<file path="config.mk">
export PLATFORM = sky130hd
export DESIGN_NAME = rv_core_top
export DESIGN_NICKNAME = d
export VERILOG_FILES = /design/src/rv_core_pkg.sv /design/src/rv_core_top.sv /design/src/rv_decoder.sv /design/src/rv_execute.sv /design/src/rv_result.sv
export VERILOG_INCLUDE_DIRS = /design/src
export SDC_FILE = /design/constraint.sdc
export NUM_CORES = 2
export LEC_CHECK = 0
export BUFFER_PORTS_ARGS = -buffer_cell sky130_fd_sc_hd__buf_2
export CAP_MARGIN = 10
export CORE_MARGIN = 2
export CORE_UTILIZATION = 42
export CTS_CLUSTER_SIZE = 10
export DETAILED_ROUTE_END_ITERATION = 10
export REMOVE_ABC_BUFFERS = 1
export SYNTH_ARGS = -nofsm -noshare
export SYNTH_HDL_FRONTEND = slang
export SYNTH_SLANG_ARGS = --single-unit
</file>
<file path="constraint.sdc">
create_clock -name clk -period 12.5 [get_ports clk]
set_clock_uncertainty 0.05 [all_clocks]
set_input_delay 2.5 -clock clk [delete_from_list [all_inputs] [get_ports clk]]
set_output_delay 2.5 -clock clk [all_outputs]
set_load 0.05 [all_outputs]
</file>
<file path="src/rv_core_params.svh">
`ifndef RV_CORE_PARAMS_SVH
`define RV_CORE_PARAMS_SVH

// Data path width
`define RV_XLEN     32

// Register file geometry
`define RV_REG_W    5
`define RV_NUM_REGS 32

`endif

</file>
<file path="src/rv_core_pkg.sv">
`include "rv_core_params.svh"

package rv_core_pkg;

    typedef logic [`RV_XLEN-1:0]  xlen_t;
    typedef logic [31:0]          instr_t;
    typedef logic [`RV_REG_W-1:0] reg_addr_t;

    // RV32I major opcodes
    typedef enum logic [6:0] {
        OPC_LUI    = 7'b0110111,
        OPC_AUIPC  = 7'b0010111,
        OPC_JAL    = 7'b1101111,
        OPC_JALR   = 7'b1100111,
        OPC_BRANCH = 7'b1100011,
        OPC_LOAD   = 7'b0000011,
        OPC_STORE  = 7'b0100011,
        OPC_OP_IMM = 7'b0010011,
        OPC_OP     = 7'b0110011,
        OPC_FENCE  = 7'b0001111,
        OPC_SYSTEM = 7'b1110011
    } opcode_t;

    typedef enum logic [2:0] {
        DEC_R, DEC_I, DEC_S, DEC_B, DEC_U, DEC_J, DEC_NONE
    } dec_fmt_t;

    // Writing ops form one contiguous range from OP_ADD to OP_JALR
    typedef enum logic [4:0] {
        OP_NOP,
        OP_ADD, OP_SUB, OP_SLL, OP_SLT, OP_SLTU,
        OP_XOR, OP_SRL, OP_SRA, OP_OR, OP_AND,
        OP_ADDI, OP_SLTI, OP_SLTIU, OP_XORI, OP_ORI,
        OP_ANDI, OP_SLLI, OP_SRLI, OP_SRAI,
        OP_LUI, OP_AUIPC, OP_JAL, OP_JALR,
        OP_LOAD, OP_STORE, OP_BRANCH, OP_FENCE, OP_SYSTEM
    } op_t;

    // First decode stage register
    typedef struct packed {
        logic     valid;
        dec_fmt_t fmt;
        logic     illegal;
        instr_t   instr;
        xlen_t    pc;
    } dec_s1_t;

    typedef struct packed {
        logic      valid;
        op_t       op;
        reg_addr_t rd;
        reg_addr_t rs1;
        reg_addr_t rs2;
        xlen_t     imm;
        xlen_t     pc;
        logic      illegal;
    } decoded_t;

    typedef struct packed {
        logic      valid;
        logic      we;
        reg_addr_t rd;
        xlen_t     data;
        logic      illegal;
    } exec_result_t;

endpackage

</file>
<file path="src/rv_core_top.sv">
`timescale 1ns/100ps

module rv_core_top (
    input  logic                   clk,
    input  logic                   rst_n,
    input  logic                   i_stall,
    input  logic                   i_valid,
    input  rv_core_pkg::instr_t    i_instr,
    input  rv_core_pkg::xlen_t     i_pc,
    output logic                   o_wb_valid,
    output rv_core_pkg::reg_addr_t o_wb_rd,
    output rv_core_pkg::xlen_t     o_wb_data,
    output logic                   o_illegal
);

    rv_core_pkg::decoded_t     dec;
    rv_core_pkg::exec_result_t res;
    rv_core_pkg::reg_addr_t    rs1;
    rv_core_pkg::reg_addr_t    rs2;
    rv_core_pkg::xlen_t        rs1_val;
    rv_core_pkg::xlen_t        rs2_val;
    logic                      fwd_we;
    rv_core_pkg::reg_addr_t    fwd_rd;
    rv_core_pkg::xlen_t        fwd_data;

    rv_decoder u_decoder (
        .clk     (clk),
        .rst_n   (rst_n),
        .i_stall (i_stall),
        .i_valid (i_valid),
        .i_instr (i_instr),
        .i_pc    (i_pc),
        .o_dec   (dec)
    );

    rv_execute u_execute (
        .clk        (clk),
        .rst_n      (rst_n),
        .i_stall    (i_stall),
        .i_dec      (dec),
        .i_rs1_val  (rs1_val),
        .i_rs2_val  (rs2_val),
        .i_fwd_we   (fwd_we),
        .i_fwd_rd   (fwd_rd),
        .i_fwd_data (fwd_data),
        .o_rs1      (rs1),
        .o_rs2      (rs2),
        .o_res      (res)
    );

    rv_result u_result (
        .clk        (clk),
        .rst_n      (rst_n),
        .i_stall    (i_stall),
        .i_res      (res),
        .i_rs1      (rs1),
        .i_rs2      (rs2),
        .o_rs1_val  (rs1_val),
        .o_rs2_val  (rs2_val),
        .o_fwd_we   (fwd_we),
        .o_fwd_rd   (fwd_rd),
        .o_fwd_data (fwd_data),
        .o_wb_valid (o_wb_valid),
        .o_wb_rd    (o_wb_rd),
        .o_wb_data  (o_wb_data),
        .o_illegal  (o_illegal)
    );

endmodule

</file>
<file path="src/rv_decoder.sv">
`timescale 1ns/100ps

module rv_decoder (
    input  logic                  clk,
    input  logic                  rst_n,
    input  logic                  i_stall,
    input  logic                  i_valid,
    input  rv_core_pkg::instr_t   i_instr,
    input  rv_core_pkg::xlen_t    i_pc,
    output rv_core_pkg::decoded_t o_dec
);

    rv_core_pkg::dec_fmt_t fmt_sel;
    logic                  fmt_bad;
    rv_core_pkg::dec_s1_t  s1;
    rv_core_pkg::decoded_t dec_d;
    logic                  bad;
    logic [2:0]            f3;
    logic [6:0]            f7;

    always_comb begin
        fmt_sel = rv_core_pkg::DEC_NONE;
        fmt_bad = 1'b0;
        case (i_instr[6:0])
            rv_core_pkg::OPC_OP:     fmt_sel = rv_core_pkg::DEC_R;
            rv_core_pkg::OPC_OP_IMM,
            rv_core_pkg::OPC_LOAD,
            rv_core_pkg::OPC_JALR,
            rv_core_pkg::OPC_FENCE,
            rv_core_pkg::OPC_SYSTEM: fmt_sel = rv_core_pkg::DEC_I;
            rv_core_pkg::OPC_STORE:  fmt_sel = rv_core_pkg::DEC_S;
            rv_core_pkg::OPC_BRANCH: fmt_sel = rv_core_pkg::DEC_B;
            rv_core_pkg::OPC_LUI,
            rv_core_pkg::OPC_AUIPC:  fmt_sel = rv_core_pkg::DEC_U;
            rv_core_pkg::OPC_JAL:    fmt_sel = rv_core_pkg::DEC_J;
            default:                 fmt_bad = 1'b1; // Unknown major opcode
        endcase
    end

    always_ff @(posedge clk or negedge rst_n) begin
        if (!rst_n) begin
            s1 <= '0;
        end else if (!i_stall) begin
            s1.valid   <= i_valid;
            s1.fmt     <= fmt_sel;
            s1.illegal <= fmt_bad;
            s1.instr   <= i_instr;
            s1.pc      <= i_pc;
        end
    end

    assign f3 = s1.instr[14:12];
    assign f7 = s1.instr[31:25];

    always_comb begin
        dec_d       = '0;
        dec_d.valid = s1.valid;
        dec_d.pc    = s1.pc;
        dec_d.op    = rv_core_pkg::OP_NOP;
        bad         = s1.illegal;
        if (s1.valid) begin
            case (s1.fmt)
                rv_core_pkg::DEC_R: begin
                    dec_d.rd  = s1.instr[11:7];
                    dec_d.rs1 = s1.instr[19:15];
                    dec_d.rs2 = s1.instr[24:20];
                    if (f7 == 7'b0000000) begin
                        case (f3)
                            3'b000:  dec_d.op = rv_core_pkg::OP_ADD;
                            3'b001:  dec_d.op = rv_core_pkg::OP_SLL;
                            3'b010:  dec_d.op = rv_core_pkg::OP_SLT;
                            3'b011:  dec_d.op = rv_core_pkg::OP_SLTU;
                            3'b100:  dec_d.op = rv_core_pkg::OP_XOR;
                            3'b101:  dec_d.op = rv_core_pkg::OP_SRL;
                            3'b110:  dec_d.op = rv_core_pkg::OP_OR;
                            default: dec_d.op = rv_core_pkg::OP_AND;
                        endcase
                    end else if (f7 == 7'b0100000 && f3 == 3'b000) begin
                        dec_d.op = rv_core_pkg::OP_SUB;
                    end else if (f7 == 7'b0100000 && f3 == 3'b101) begin
                        dec_d.op = rv_core_pkg::OP_SRA;
                    end else begin
                        bad = 1'b1; // M extension lands here too
                    end
                end
                rv_core_pkg::DEC_I: begin
                    dec_d.rd  = s1.instr[11:7];
                    dec_d.rs1 = s1.instr[19:15];
                    dec_d.imm = {{20{s1.instr[31]}}, s1.instr[31:20]};
                    case (s1.instr[6:0])
                        rv_core_pkg::OPC_OP_IMM: begin
                            case (f3)
                                3'b000: dec_d.op = rv_core_pkg::OP_ADDI;
                                3'b010: dec_d.op = rv_core_pkg::OP_SLTI;
                                3'b011: dec_d.op = rv_core_pkg::OP_SLTIU;
                                3'b100: dec_d.op = rv_core_pkg::OP_XORI;
                                3'b110: dec_d.op = rv_core_pkg::OP_ORI;
                                3'b111: dec_d.op = rv_core_pkg::OP_ANDI;
                                3'b001: begin
                                    dec_d.op = rv_core_pkg::OP_SLLI;
                                    bad      = (f7 != 7'b0000000);
                                end
                                default: begin
                                    if (f7 == 7'b0000000) begin
                                        dec_d.op = rv_core_pkg::OP_SRLI;
                                    end else if (f7 == 7'b0100000) begin
                                        dec_d.op = rv_core_pkg::OP_SRAI;
                                    end else begin
                                        bad = 1'b1;
                                    end
                                end
                            endcase
                        end
                        rv_core_pkg::OPC_LOAD: begin
                            dec_d.op = rv_core_pkg::OP_LOAD;
                            bad      = (f3 == 3'b011) || (f3[2:1] == 2'b11);
                        end
                        rv_core_pkg::OPC_JALR: begin
                            dec_d.op = rv_core_pkg::OP_JALR;
                            bad      = (f3 != 3'b000);
                        end
                        rv_core_pkg::OPC_FENCE: begin
                            dec_d.op = rv_core_pkg::OP_FENCE;
                            bad      = (f3 != 3'b000);
                        end
                        default: begin // SYSTEM and CSR group
                            dec_d.op = rv_core_pkg::OP_SYSTEM;
                            if (f3 == 3'b100) begin
                                bad = 1'b1;
                            end else if (f3 == 3'b000) begin
                                bad = !(s1.instr[31:20] inside {12'h000, 12'h001, 12'h302});
                            end
                        end
                    endcase
                end
                rv_core_pkg::DEC_S: begin
                    dec_d.rs1 = s1.instr[19:15];
                    dec_d.rs2 = s1.instr[24:20];
                    dec_d.imm = {{20{s1.instr[31]}}, f7, s1.instr[11:7]};
                    dec_d.op  = rv_core_pkg::OP_STORE;
                    bad       = (f3 > 3'b010);
                end
                rv_core_pkg::DEC_B: begin
                    dec_d.rs1 = s1.instr[19:15];
                    dec_d.rs2 = s1.instr[24:20];
                    dec_d.imm = {{20{s1.instr[31]}}, s1.instr[7], s1.instr[30:25],
                                 s1.instr[11:8], 1'b0};
                    dec_d.op  = rv_core_pkg::OP_BRANCH;
                    bad       = (f3[2:1] == 2'b01);
                end
                rv_core_pkg::DEC_U: begin
                    dec_d.rd  = s1.instr[11:7];
                    dec_d.imm = {s1.instr[31:12], 12'b0};
                    dec_d.op  = (s1.instr[5]) ? rv_core_pkg::OP_LUI : rv_core_pkg::OP_AUIPC;
                end
                rv_core_pkg::DEC_J: begin
                    dec_d.rd  = s1.instr[11:7];
                    dec_d.imm = {{12{s1.instr[31]}}, s1.instr[19:12], s1.instr[20],
                                 s1.instr[30:21], 1'b0};
                    dec_d.op  = rv_core_pkg::OP_JAL;
                end
                default: bad = 1'b1;
            endcase
        end
        if (bad) begin
            dec_d.op = rv_core_pkg::OP_NOP; // Illegal retires as a bubble
            dec_d.rd = '0;
        end
        dec_d.illegal = s1.valid & bad;
    end

    always_ff @(posedge clk or negedge rst_n) begin
        if (!rst_n) begin
            o_dec <= '0;
        end else if (!i_stall) begin
            o_dec <= dec_d;
        end
    end

    // A legal instruction always resolves to a real op
    a_illegal_no_write: assert property (@(posedge clk) disable iff (!rst_n)
        o_dec.valid |-> (o_dec.illegal == (o_dec.op == rv_core_pkg::OP_NOP)));

endmodule

</file>
<file path="src/rv_execute.sv">
`timescale 1ns/100ps

module rv_execute (
    input  logic                      clk,
    input  logic                      rst_n,
    input  logic                      i_stall,
    input  rv_core_pkg::decoded_t     i_dec,
    input  rv_core_pkg::xlen_t        i_rs1_val,
    input  rv_core_pkg::xlen_t        i_rs2_val,
    input  logic                      i_fwd_we,
    input  rv_core_pkg::reg_addr_t    i_fwd_rd,
    input  rv_core_pkg::xlen_t        i_fwd_data,
    output rv_core_pkg::reg_addr_t    o_rs1,
    output rv_core_pkg::reg_addr_t    o_rs2,
    output rv_core_pkg::exec_result_t o_res
);

    rv_core_pkg::xlen_t op_a;
    rv_core_pkg::xlen_t rs2_v;
    rv_core_pkg::xlen_t op_b;
    rv_core_pkg::xlen_t result;
    logic               writes;

    assign o_rs1 = i_dec.rs1;
    assign o_rs2 = i_dec.rs2;

    // Pending write in the result stage wins over the register file
    assign op_a  = (i_fwd_we && i_fwd_rd == i_dec.rs1 && i_dec.rs1 != '0) ?
                   i_fwd_data : i_rs1_val;
    assign rs2_v = (i_fwd_we && i_fwd_rd == i_dec.rs2 && i_dec.rs2 != '0) ?
                   i_fwd_data : i_rs2_val;
    assign op_b  = (i_dec.op >= rv_core_pkg::OP_ADDI) ? i_dec.imm : rs2_v;

    assign writes = (i_dec.op >= rv_core_pkg::OP_ADD) && (i_dec.op <= rv_core_pkg::OP_JALR);

    always_comb begin
        case (i_dec.op)
            rv_core_pkg::OP_ADD,
            rv_core_pkg::OP_ADDI:  result = op_a + op_b;
            rv_core_pkg::OP_SUB:   result = op_a - op_b;
            rv_core_pkg::OP_SLL,
            rv_core_pkg::OP_SLLI:  result = op_a << op_b[4:0];
            rv_core_pkg::OP_SLT,
            rv_core_pkg::OP_SLTI:  result = {31'b0, $signed(op_a) < $signed(op_b)};
            rv_core_pkg::OP_SLTU,
            rv_core_pkg::OP_SLTIU: result = {31'b0, op_a < op_b};
            rv_core_pkg::OP_XOR,
            rv_core_pkg::OP_XORI:  result = op_a ^ op_b;
            rv_core_pkg::OP_SRL,
            rv_core_pkg::OP_SRLI:  result = op_a >> op_b[4:0];
            rv_core_pkg::OP_SRA,
            rv_core_pkg::OP_SRAI:  result = $signed(op_a) >>> op_b[4:0];
            rv_core_pkg::OP_OR,
            rv_core_pkg::OP_ORI:   result = op_a | op_b;
            rv_core_pkg::OP_AND,
            rv_core_pkg::OP_ANDI:  result = op_a & op_b;
            rv_core_pkg::OP_LUI:   result = i_dec.imm;
            rv_core_pkg::OP_AUIPC: result = i_dec.pc + i_dec.imm;
            rv_core_pkg::OP_JAL,
            rv_core_pkg::OP_JALR:  result = i_dec.pc + 32'd4; // Link address only
            default:               result = '0;
        endcase
    end

    always_ff @(posedge clk or negedge rst_n) begin
        if (!rst_n) begin
            o_res <= '0;
        end else if (!i_stall) begin
            o_res.valid   <= i_dec.valid;
            o_res.we      <= i_dec.valid && writes && i_dec.rd != '0;
            o_res.rd      <= i_dec.rd;
            o_res.data    <= result;
            o_res.illegal <= i_dec.valid && i_dec.illegal;
        end
    end

    a_we_not_illegal: assert property (@(posedge clk) disable iff (!rst_n)
        o_res.valid |-> !(o_res.we && o_res.illegal));

endmodule

</file>
<file path="src/rv_result.sv">
`timescale 1ns/100ps
`include "rv_core_params.svh"

module rv_result (
    input  logic                      clk,
    input  logic                      rst_n,
    input  logic                      i_stall,
    input  rv_core_pkg::exec_result_t i_res,
    input  rv_core_pkg::reg_addr_t    i_rs1,
    input  rv_core_pkg::reg_addr_t    i_rs2,
    output rv_core_pkg::xlen_t        o_rs1_val,
    output rv_core_pkg::xlen_t        o_rs2_val,
    output logic                      o_fwd_we,
    output rv_core_pkg::reg_addr_t    o_fwd_rd,
    output rv_core_pkg::xlen_t        o_fwd_data,
    output logic                      o_wb_valid,
    output rv_core_pkg::reg_addr_t    o_wb_rd,
    output rv_core_pkg::xlen_t        o_wb_data,
    output logic                      o_illegal
);

    rv_core_pkg::xlen_t regs [`RV_NUM_REGS];

    assign o_wb_valid = i_res.valid && i_res.we && !i_stall;
    assign o_wb_rd    = i_res.rd;
    assign o_wb_data  = i_res.data;
    assign o_illegal  = i_res.valid && i_res.illegal && !i_stall;

    // Same write seen one cycle early by execute
    assign o_fwd_we   = o_wb_valid;
    assign o_fwd_rd   = i_res.rd;
    assign o_fwd_data = i_res.data;

    assign o_rs1_val = (i_rs1 == '0) ? '0 : regs[i_rs1];
    assign o_rs2_val = (i_rs2 == '0) ? '0 : regs[i_rs2];

    always_ff @(posedge clk or negedge rst_n) begin
        if (!rst_n) begin
            for (int i = 0; i < `RV_NUM_REGS; i++) begin
                regs[i] <= '0;
            end
        end else if (o_wb_valid) begin
            regs[o_wb_rd] <= o_wb_data;
        end
    end

    a_no_x0_write: assert property (@(posedge clk) disable iff (!rst_n)
        o_wb_valid |-> o_wb_rd != '0);

endmodule

</file>
* Word level (Yosys, flattened, before mapping) *
Index checks and enable logic that the tools add are counted.

storage, ports and cells
  input port bits = 68
  flip-flop bits (word level) = 1219
  output and inout port bits = 39
  logic and storage cells = 224

cells by class
  mux-type cells = 44
  bitwise gates (word level) = 7
  shift-type cells = 3
  equal/unequal tests = 57
  order comparisons = 10
  reductions and logical operators = 49
  $add $sub $neg = 4

operators by type and width
  kind                                                                   count
  1024-bit bitwise mux                                                   1
  32-bit one-hot mux with 13 select lines                                1
  32-bit binary-select mux with 5-bit select                             2
  32-bit two-way mux                                                     10
  32-bit demux with 5-bit select                                         1
  32-bit one-hot mux with 5 select lines                                 1
  32-bit adder                                                           2
  32-bit < comparator                                                    2
  52-bit two-way mux                                                     1
  5-bit by 4-bit equality test with 1-bit output, second input constant  8
  5-bit equality test, second input constant                             8
  7-bit equality test, second input constant                             5
  5-bit two-way mux                                                      7
  5-bit one-hot mux with 7 select lines                                  1
  32-bit by 3-bit adder with 32-bit output, second input constant        1
  32-bit bitwise AND                                                     1
  32-bit OR                                                              1
  32-bit by 5-bit left shift with 32-bit output                          1
  32-bit by 5-bit right shift with 32-bit output                         1
  32-bit by 5-bit >>> shifter with 32-bit output                         1
  32-bit subtractor                                                      1
  32-bit XOR                                                             1
  5-bit one-hot mux with 6 select lines                                  1
  7-bit by 6-bit equality test with 1-bit output, second input constant  4
  47 further kinds                                                       111

* Logic depth before layout (Yosys ltp) *
  word-level depth = 9
  depth in mapped cells = 28

* Modules after synthesis *
A second synthesis with hierarchy kept.

second synthesis, totals
  cell total of the unflattened synthesis = 6393
  area total of the unflattened synthesis = 76936.3 um2

by module, submodules not included
  module      cells an instance  instances  area each (um2)
  rv_result   3708               1          55421.9
  rv_execute  2122               1          14712.9
  rv_decoder  563                1          6801.5

* Worst setup path before layout *
OpenSTA, ideal clock, no wires.

  kind = input to register
  from = input i_stall
  to = register u_execute.o_res[1] (netlist name)
  path slack = 4890 ps
  data arrival time = 7475 ps
  path buffers = 3
  cell stages on the path = 20
  cell sequence = clkbuf_1 nand3b_1 inv_1 nand2_1 o21ai_1 nor4_1 a311oi_4 buf_2 buf_1 ha_1 and2_1 a311o_1 a221o_1 a211oi_1 o21bai_1 a211o_1 o311ai_0 o21ai_0 a21o_1 a32oi_1

between the ends
  longest elaborated chain between the ends = 8
  elaborated cells on any way between the ends = 20
  those cells by class = add/sub: 2; order compare: 2; shift: 3; mux: 4; bitwise: 3; reduce/logical: 6

RTL lines
  what                                       RTL line           RTL
  from (decl)                                rv_core_top.sv:6   input logic i_stall,
  1-bit zero test *                          rv_result.sv:24    assign o_wb_valid = i_res.valid && i_res.we && !i_stall;
  1-bit logical AND *                        rv_result.sv:24
  named net o_wb_valid                       rv_core_top.sv:10  output logic o_wb_valid,
  1-bit logical AND (2 in a row)             rv_execute.sv:30   assign rs2_v = (i_fwd_we && i_fwd_rd == i_dec.rs2 && i_dec.rs2 != '0) ?
  32-bit two-way mux                         rv_execute.sv:30
  32-bit two-way mux                         rv_execute.sv:32   assign op_b = (i_dec.op >= rv_core_pkg::OP_ADDI) ? i_dec.imm : rs2_v;
  32-bit subtractor (tied with other cells)  rv_execute.sv:40   rv_core_pkg::OP_SUB: result = op_a - op_b;
  32-bit one-hot mux with 13 select lines *  rv_execute.sv:37   case (i_dec.op)
  to (decl)                                  rv_execute.sv:15   output rv_core_pkg::exec_result_t o_res

Mark *: on every way through the listed nets, which the timed path passes. The rest lies on a longest branch.
A chain may end at the register's enable or synchronous reset.

* Worst setup path after layout *
  from = register u_decoder.o_dec[65] (netlist name)
  to = register u_execute.o_res[1] (netlist name)

between the ends
  longest elaborated chain between the ends = 9
  elaborated cells on any way between the ends = 23
  those cells by class = add/sub: 2; order compare: 2; eq/ne: 1; shift: 3; mux: 7; bitwise: 4; reduce/logical: 4

RTL lines
  what                                                   RTL line           RTL
  from (decl)                                            rv_decoder.sv:10   output rv_core_pkg::decoded_t o_dec
  from (signal assigned)                                 rv_decoder.sv:174  o_dec <= '0;
  from (signal assigned)                                 rv_decoder.sv:176  o_dec <= dec_d;
  5-bit NOT with 6-bit output (not written as such)      rv_result.sv:35    assign o_rs2_val = (i_rs2 == '0) ? '0 : regs[i_rs2];
  32-bit binary-select mux with 5-bit select             rv_result.sv:35
  32-bit two-way mux (not written as such) (2 in a row)  rv_result.sv:35
  32-bit two-way mux                                     rv_result.sv:35
  32-bit two-way mux *                                   rv_execute.sv:30
  32-bit two-way mux *                                   rv_execute.sv:32
  32-bit subtractor (tied with other cells)              rv_execute.sv:40
  32-bit one-hot mux with 13 select lines *              rv_execute.sv:37

Every way passes the cells marked *; elsewhere a longest branch is shown, timed or not. The select of a mux whose other input is x is not followed.

==> out/qor.yml <==
worst_setup_path:
  critical_path.most_common_cell: "nand2_1"
  critical_path_class: "flip-flop to flip-flop"
  cp_max_fo: 56
  cp_top_family: "compound AO/OA/AOI/OAI gates"
  arrival_ns: 8.95
  slowest_stage: "nor3_1"
  end_kind: "flip-flop"
  cpPeakStageDelay_ns: 0.91
  worst_ep_required_time_ns: 13.18
  path_buf_inv: 2
  worstSetupStartpointType: "flip-flop"
  worstPathCellList: "buf_12 > buf_4 > mux4_2 > mux2i_1 > a21oi_1 > nor3_1 > o31ai_1 > nand2_1 > nand2_1 > ha_1 > nor2_1 > a311o_1 > a221o_1 > a211oi_1 > o21bai_1 > a211o_1 > o311ai_0 > o21ai_0 > a21o_1 > a32oi_1"
global_route:
  grt_max_degree: 188
  grt_pass1_wl_mm: 419
  grt.overflow.total: 0
  grt_pass1_vias: 55600
  track_usage_pct: 32.3
  antenna_found_initial: 11
clock_tree:
  ctsHoldBuffers: 0
  clk_pin_slew_ns: 0.05
  htreeDepth: 4
  clock_latency_ns: 0.84
  clock_sinks: 1219
  cts_tree: "yes"
  ctsResizeCount: 0
  clock_path_buffers: 3
  post-cts-setup-buffers: 0
  cts_root_buffer: "clkbuf_16"
  cts_buffers: 147
pwr:
  power_density_mw_per_mm2: 106
  power.leakage_nw: 34.7
  ir_drop_v: 0.000142
sta:
  post-route-period-util_pct: 66.2
  fmax_mhz: 121
  rsz0062_at_grt: "no"
  final.min_clock_period_ns: 8.27
  finalMaxSlewViolations: 0
  setup_viol: 0
  hold_viol_final: 0
  max_slew_margin_pct: 20.9
  tightest_slew_ns: 1.18
cells_and_area:
  final_cell_mix: "1211 x dfrtp_1, 1094 x mux2_2, 454 x mux4_2"
  layout_commonest_cell: "dfrtp_1"
  final_nets: 6213
  finish.utilization_pct: 46.1
  drive_gt1_share_pct: 35.1
  instances_no_fill: 8405
  syn2layout_area_growth_pct: 9.35
synth:
  yosysWarningCount: 0
  synth-seq-area-share_pct: 41.2
  synth_ff_type: "dfrtp_1"
  syn_area_per_cell_um2: 12.0
  netlist_instances: 6164
  synth_edf_count: 0
  synth.distinct_cells: 90
  async_flop_share_pct: 100
  synth_seq_cells: 1219
  syn-cell-area_mm2: 0.0741
floorplanning:
  dieArea_mm2: 0.180
  die-height_um: 424
  die_w_um: 424
  row_count: 154
  coreArea_mm2: 0.176
  initial_utilization_pct: 42.2
  io_pins: 107
routing:
  antenna_left: 0
  viasPerCell: 6.75
  wl_mm: 295
  drcViolationCount: 0
  wl_per_cell_um: 35.1
  vias: 56700
  first_iter_violations: 7221
  drtPass1Iterations: 6
placed_design:
  dp_hpwl_mm: 188
  io_buffers: 106
  dp.cells: 8197
  gp_congestion: 1.04
worst_hold_path:
  min_path_type: "flip-flop to flip-flop"
run_status:
  status: "completed"
job:
  drv_cap: 0
## cell families (layout without fill, tap and decap cells)
| logic type | Yosys count | after routing | share of synthesized area [%] |
|---|---|---|---|
| multiplexers | 1830 | 1830 | 34.2 |
| flip-flops | 1219 | 1219 | 41.2 |
| AO/OA/AOI/OAI | 1166 | 1166 | 10.9 |
| AND/OR/NAND/NOR | 1013 | 1013 | 6.32 |
| buffers and inverters | 721 | 619 | 4.13 |
| adder cells (fa/ha/maj) | 139 | 139 | 2.38 |
| XOR/XNOR | 76 | 76 | 0.898 |
| other | 0 | 3 | 0 |
## worst reg2reg max path: stages, from the launching register on
cell	delay [ns]
dfrtp_4	0.85
buf_12	0.64
buf_4	0.72
mux4_2	0.62
mux2i_1	0.17
a21oi_1	0.09
nor3_1	0.91
o31ai_1	0.17
nand2_1	0.12
nand2_1	0.08
ha_1	0.49
nor2_1	0.10
a311o_1	0.43
a221o_1	0.42
a211oi_1	0.70
o21bai_1	0.45
a211o_1	0.37
o311ai_0	0.23
o21ai_0	0.23
a21o_1	0.20
a32oi_1	0.16
## registers in the layout, summed over array words and instances, names as in the netlist
name / cells
u_decoder.s1: 26
u_execute.o_res: 40
u_decoder.f3: 3
u_decoder.dec_d: 33
u_result.regs: 1024
u_decoder.f7: 7
u_decoder.o_dec: 86
## metrics by stage
| stage | setup slack (ns) | TNS, ns | area (um^2) | hold slack [ns] | total power [mW] |
|---|---|---|---|---|---|
| after global routing | 4.00 | 0 | 81000 | 0.461 | 8.85 |
| after CTS | 4.49 | 0 | 81000 | 0.437 | 8.65 |
| after detailed placement | 3.76 | 0 | 76800 | 0.422 | 4.68 |
| final | 4.23 | 0 | 81000 | 0.434 | 8.59 |
| after floorplan | -4.81 | -136.41 | 71500 | 0.391 | 4.39 |
| after global placement | 3.84 | 0 | 76800 | 0.414 | 4.68 |
## path summary, 6_finish.rpt
check                                          end                start  slack, ns  cells past startpoint
worst max-delay path            u_execute.o_res[1]  u_decoder.o_dec[65]       4.23                     20
worst min-delay path            u_execute.o_res[0]   u_execute.o_res[0]       0.43                      2
worst max register to register  u_execute.o_res[1]  u_decoder.o_dec[65]       4.23                     20
worst min register to register  u_execute.o_res[0]   u_execute.o_res[0]       0.43                      2
max in group asynchronous       u_result.regs[827]                rst_n       8.34                      3
min in group asynchronous         u_decoder.s1[39]                rst_n       1.62                      1
## power by group
part | internal (mW) | leakage (nW) | switching (mW)
clock | 2.23 | 2.05 | 1.75
combinational | 0.162 | 15.9 | 0.391
sequential | 3.99 | 16.8 | 0.0757
total | 6.38 | 34.7 | 2.22
## final cells by class
class                      count  area, um^2
clock inverter                23         338
inverter                     118         443
fill                       16000       94700
sequential                  1219       30500
multi-input combinational   4224       40800
clock buffer                 182        3880
tap                         2340        2930
antenna                        3        7.51
timing repair buffer         296        2100
## per-layer routing
metal | GRT usage (%) | part of all wire, % | vias up
met2 | 48.8 | 45 | 3102
met4 | 16.2 | 5.6 | 14
met5 | 0 | 0.034 | -
met3 | 7.06 | 9.2 | 727
met1 | 43.9 | 41 | 29800
li1 | - | - | 23100
## Yosys cell counts, drive strengths merged (68+ instances only)
| library cell | n | area share (%) |
|---|---|---|
| mux2i | 282 | 3.8 |
| o21ai | 267 | 1.8 |
| nor3 | 70 | 0.47 |
| mux2 | 1094 | 17 |
| dfrtp | 1219 | 41 |
| nand2 | 443 | 2.2 |
| a21oi | 214 | 1.4 |
| buf | 187 | 1.4 |
| mux4 | 454 | 14 |
| a221oi | 84 | 0.99 |
| inv | 117 | 0.59 |
| ha | 136 | 2.3 |
| clkbuf | 416 | 2.1 |
| nand4 | 68 | 0.57 |
| a22oi | 89 | 0.90 |
| nor2 | 195 | 1.0 |
Note: power is estimated with default switching activity, not from simulation.
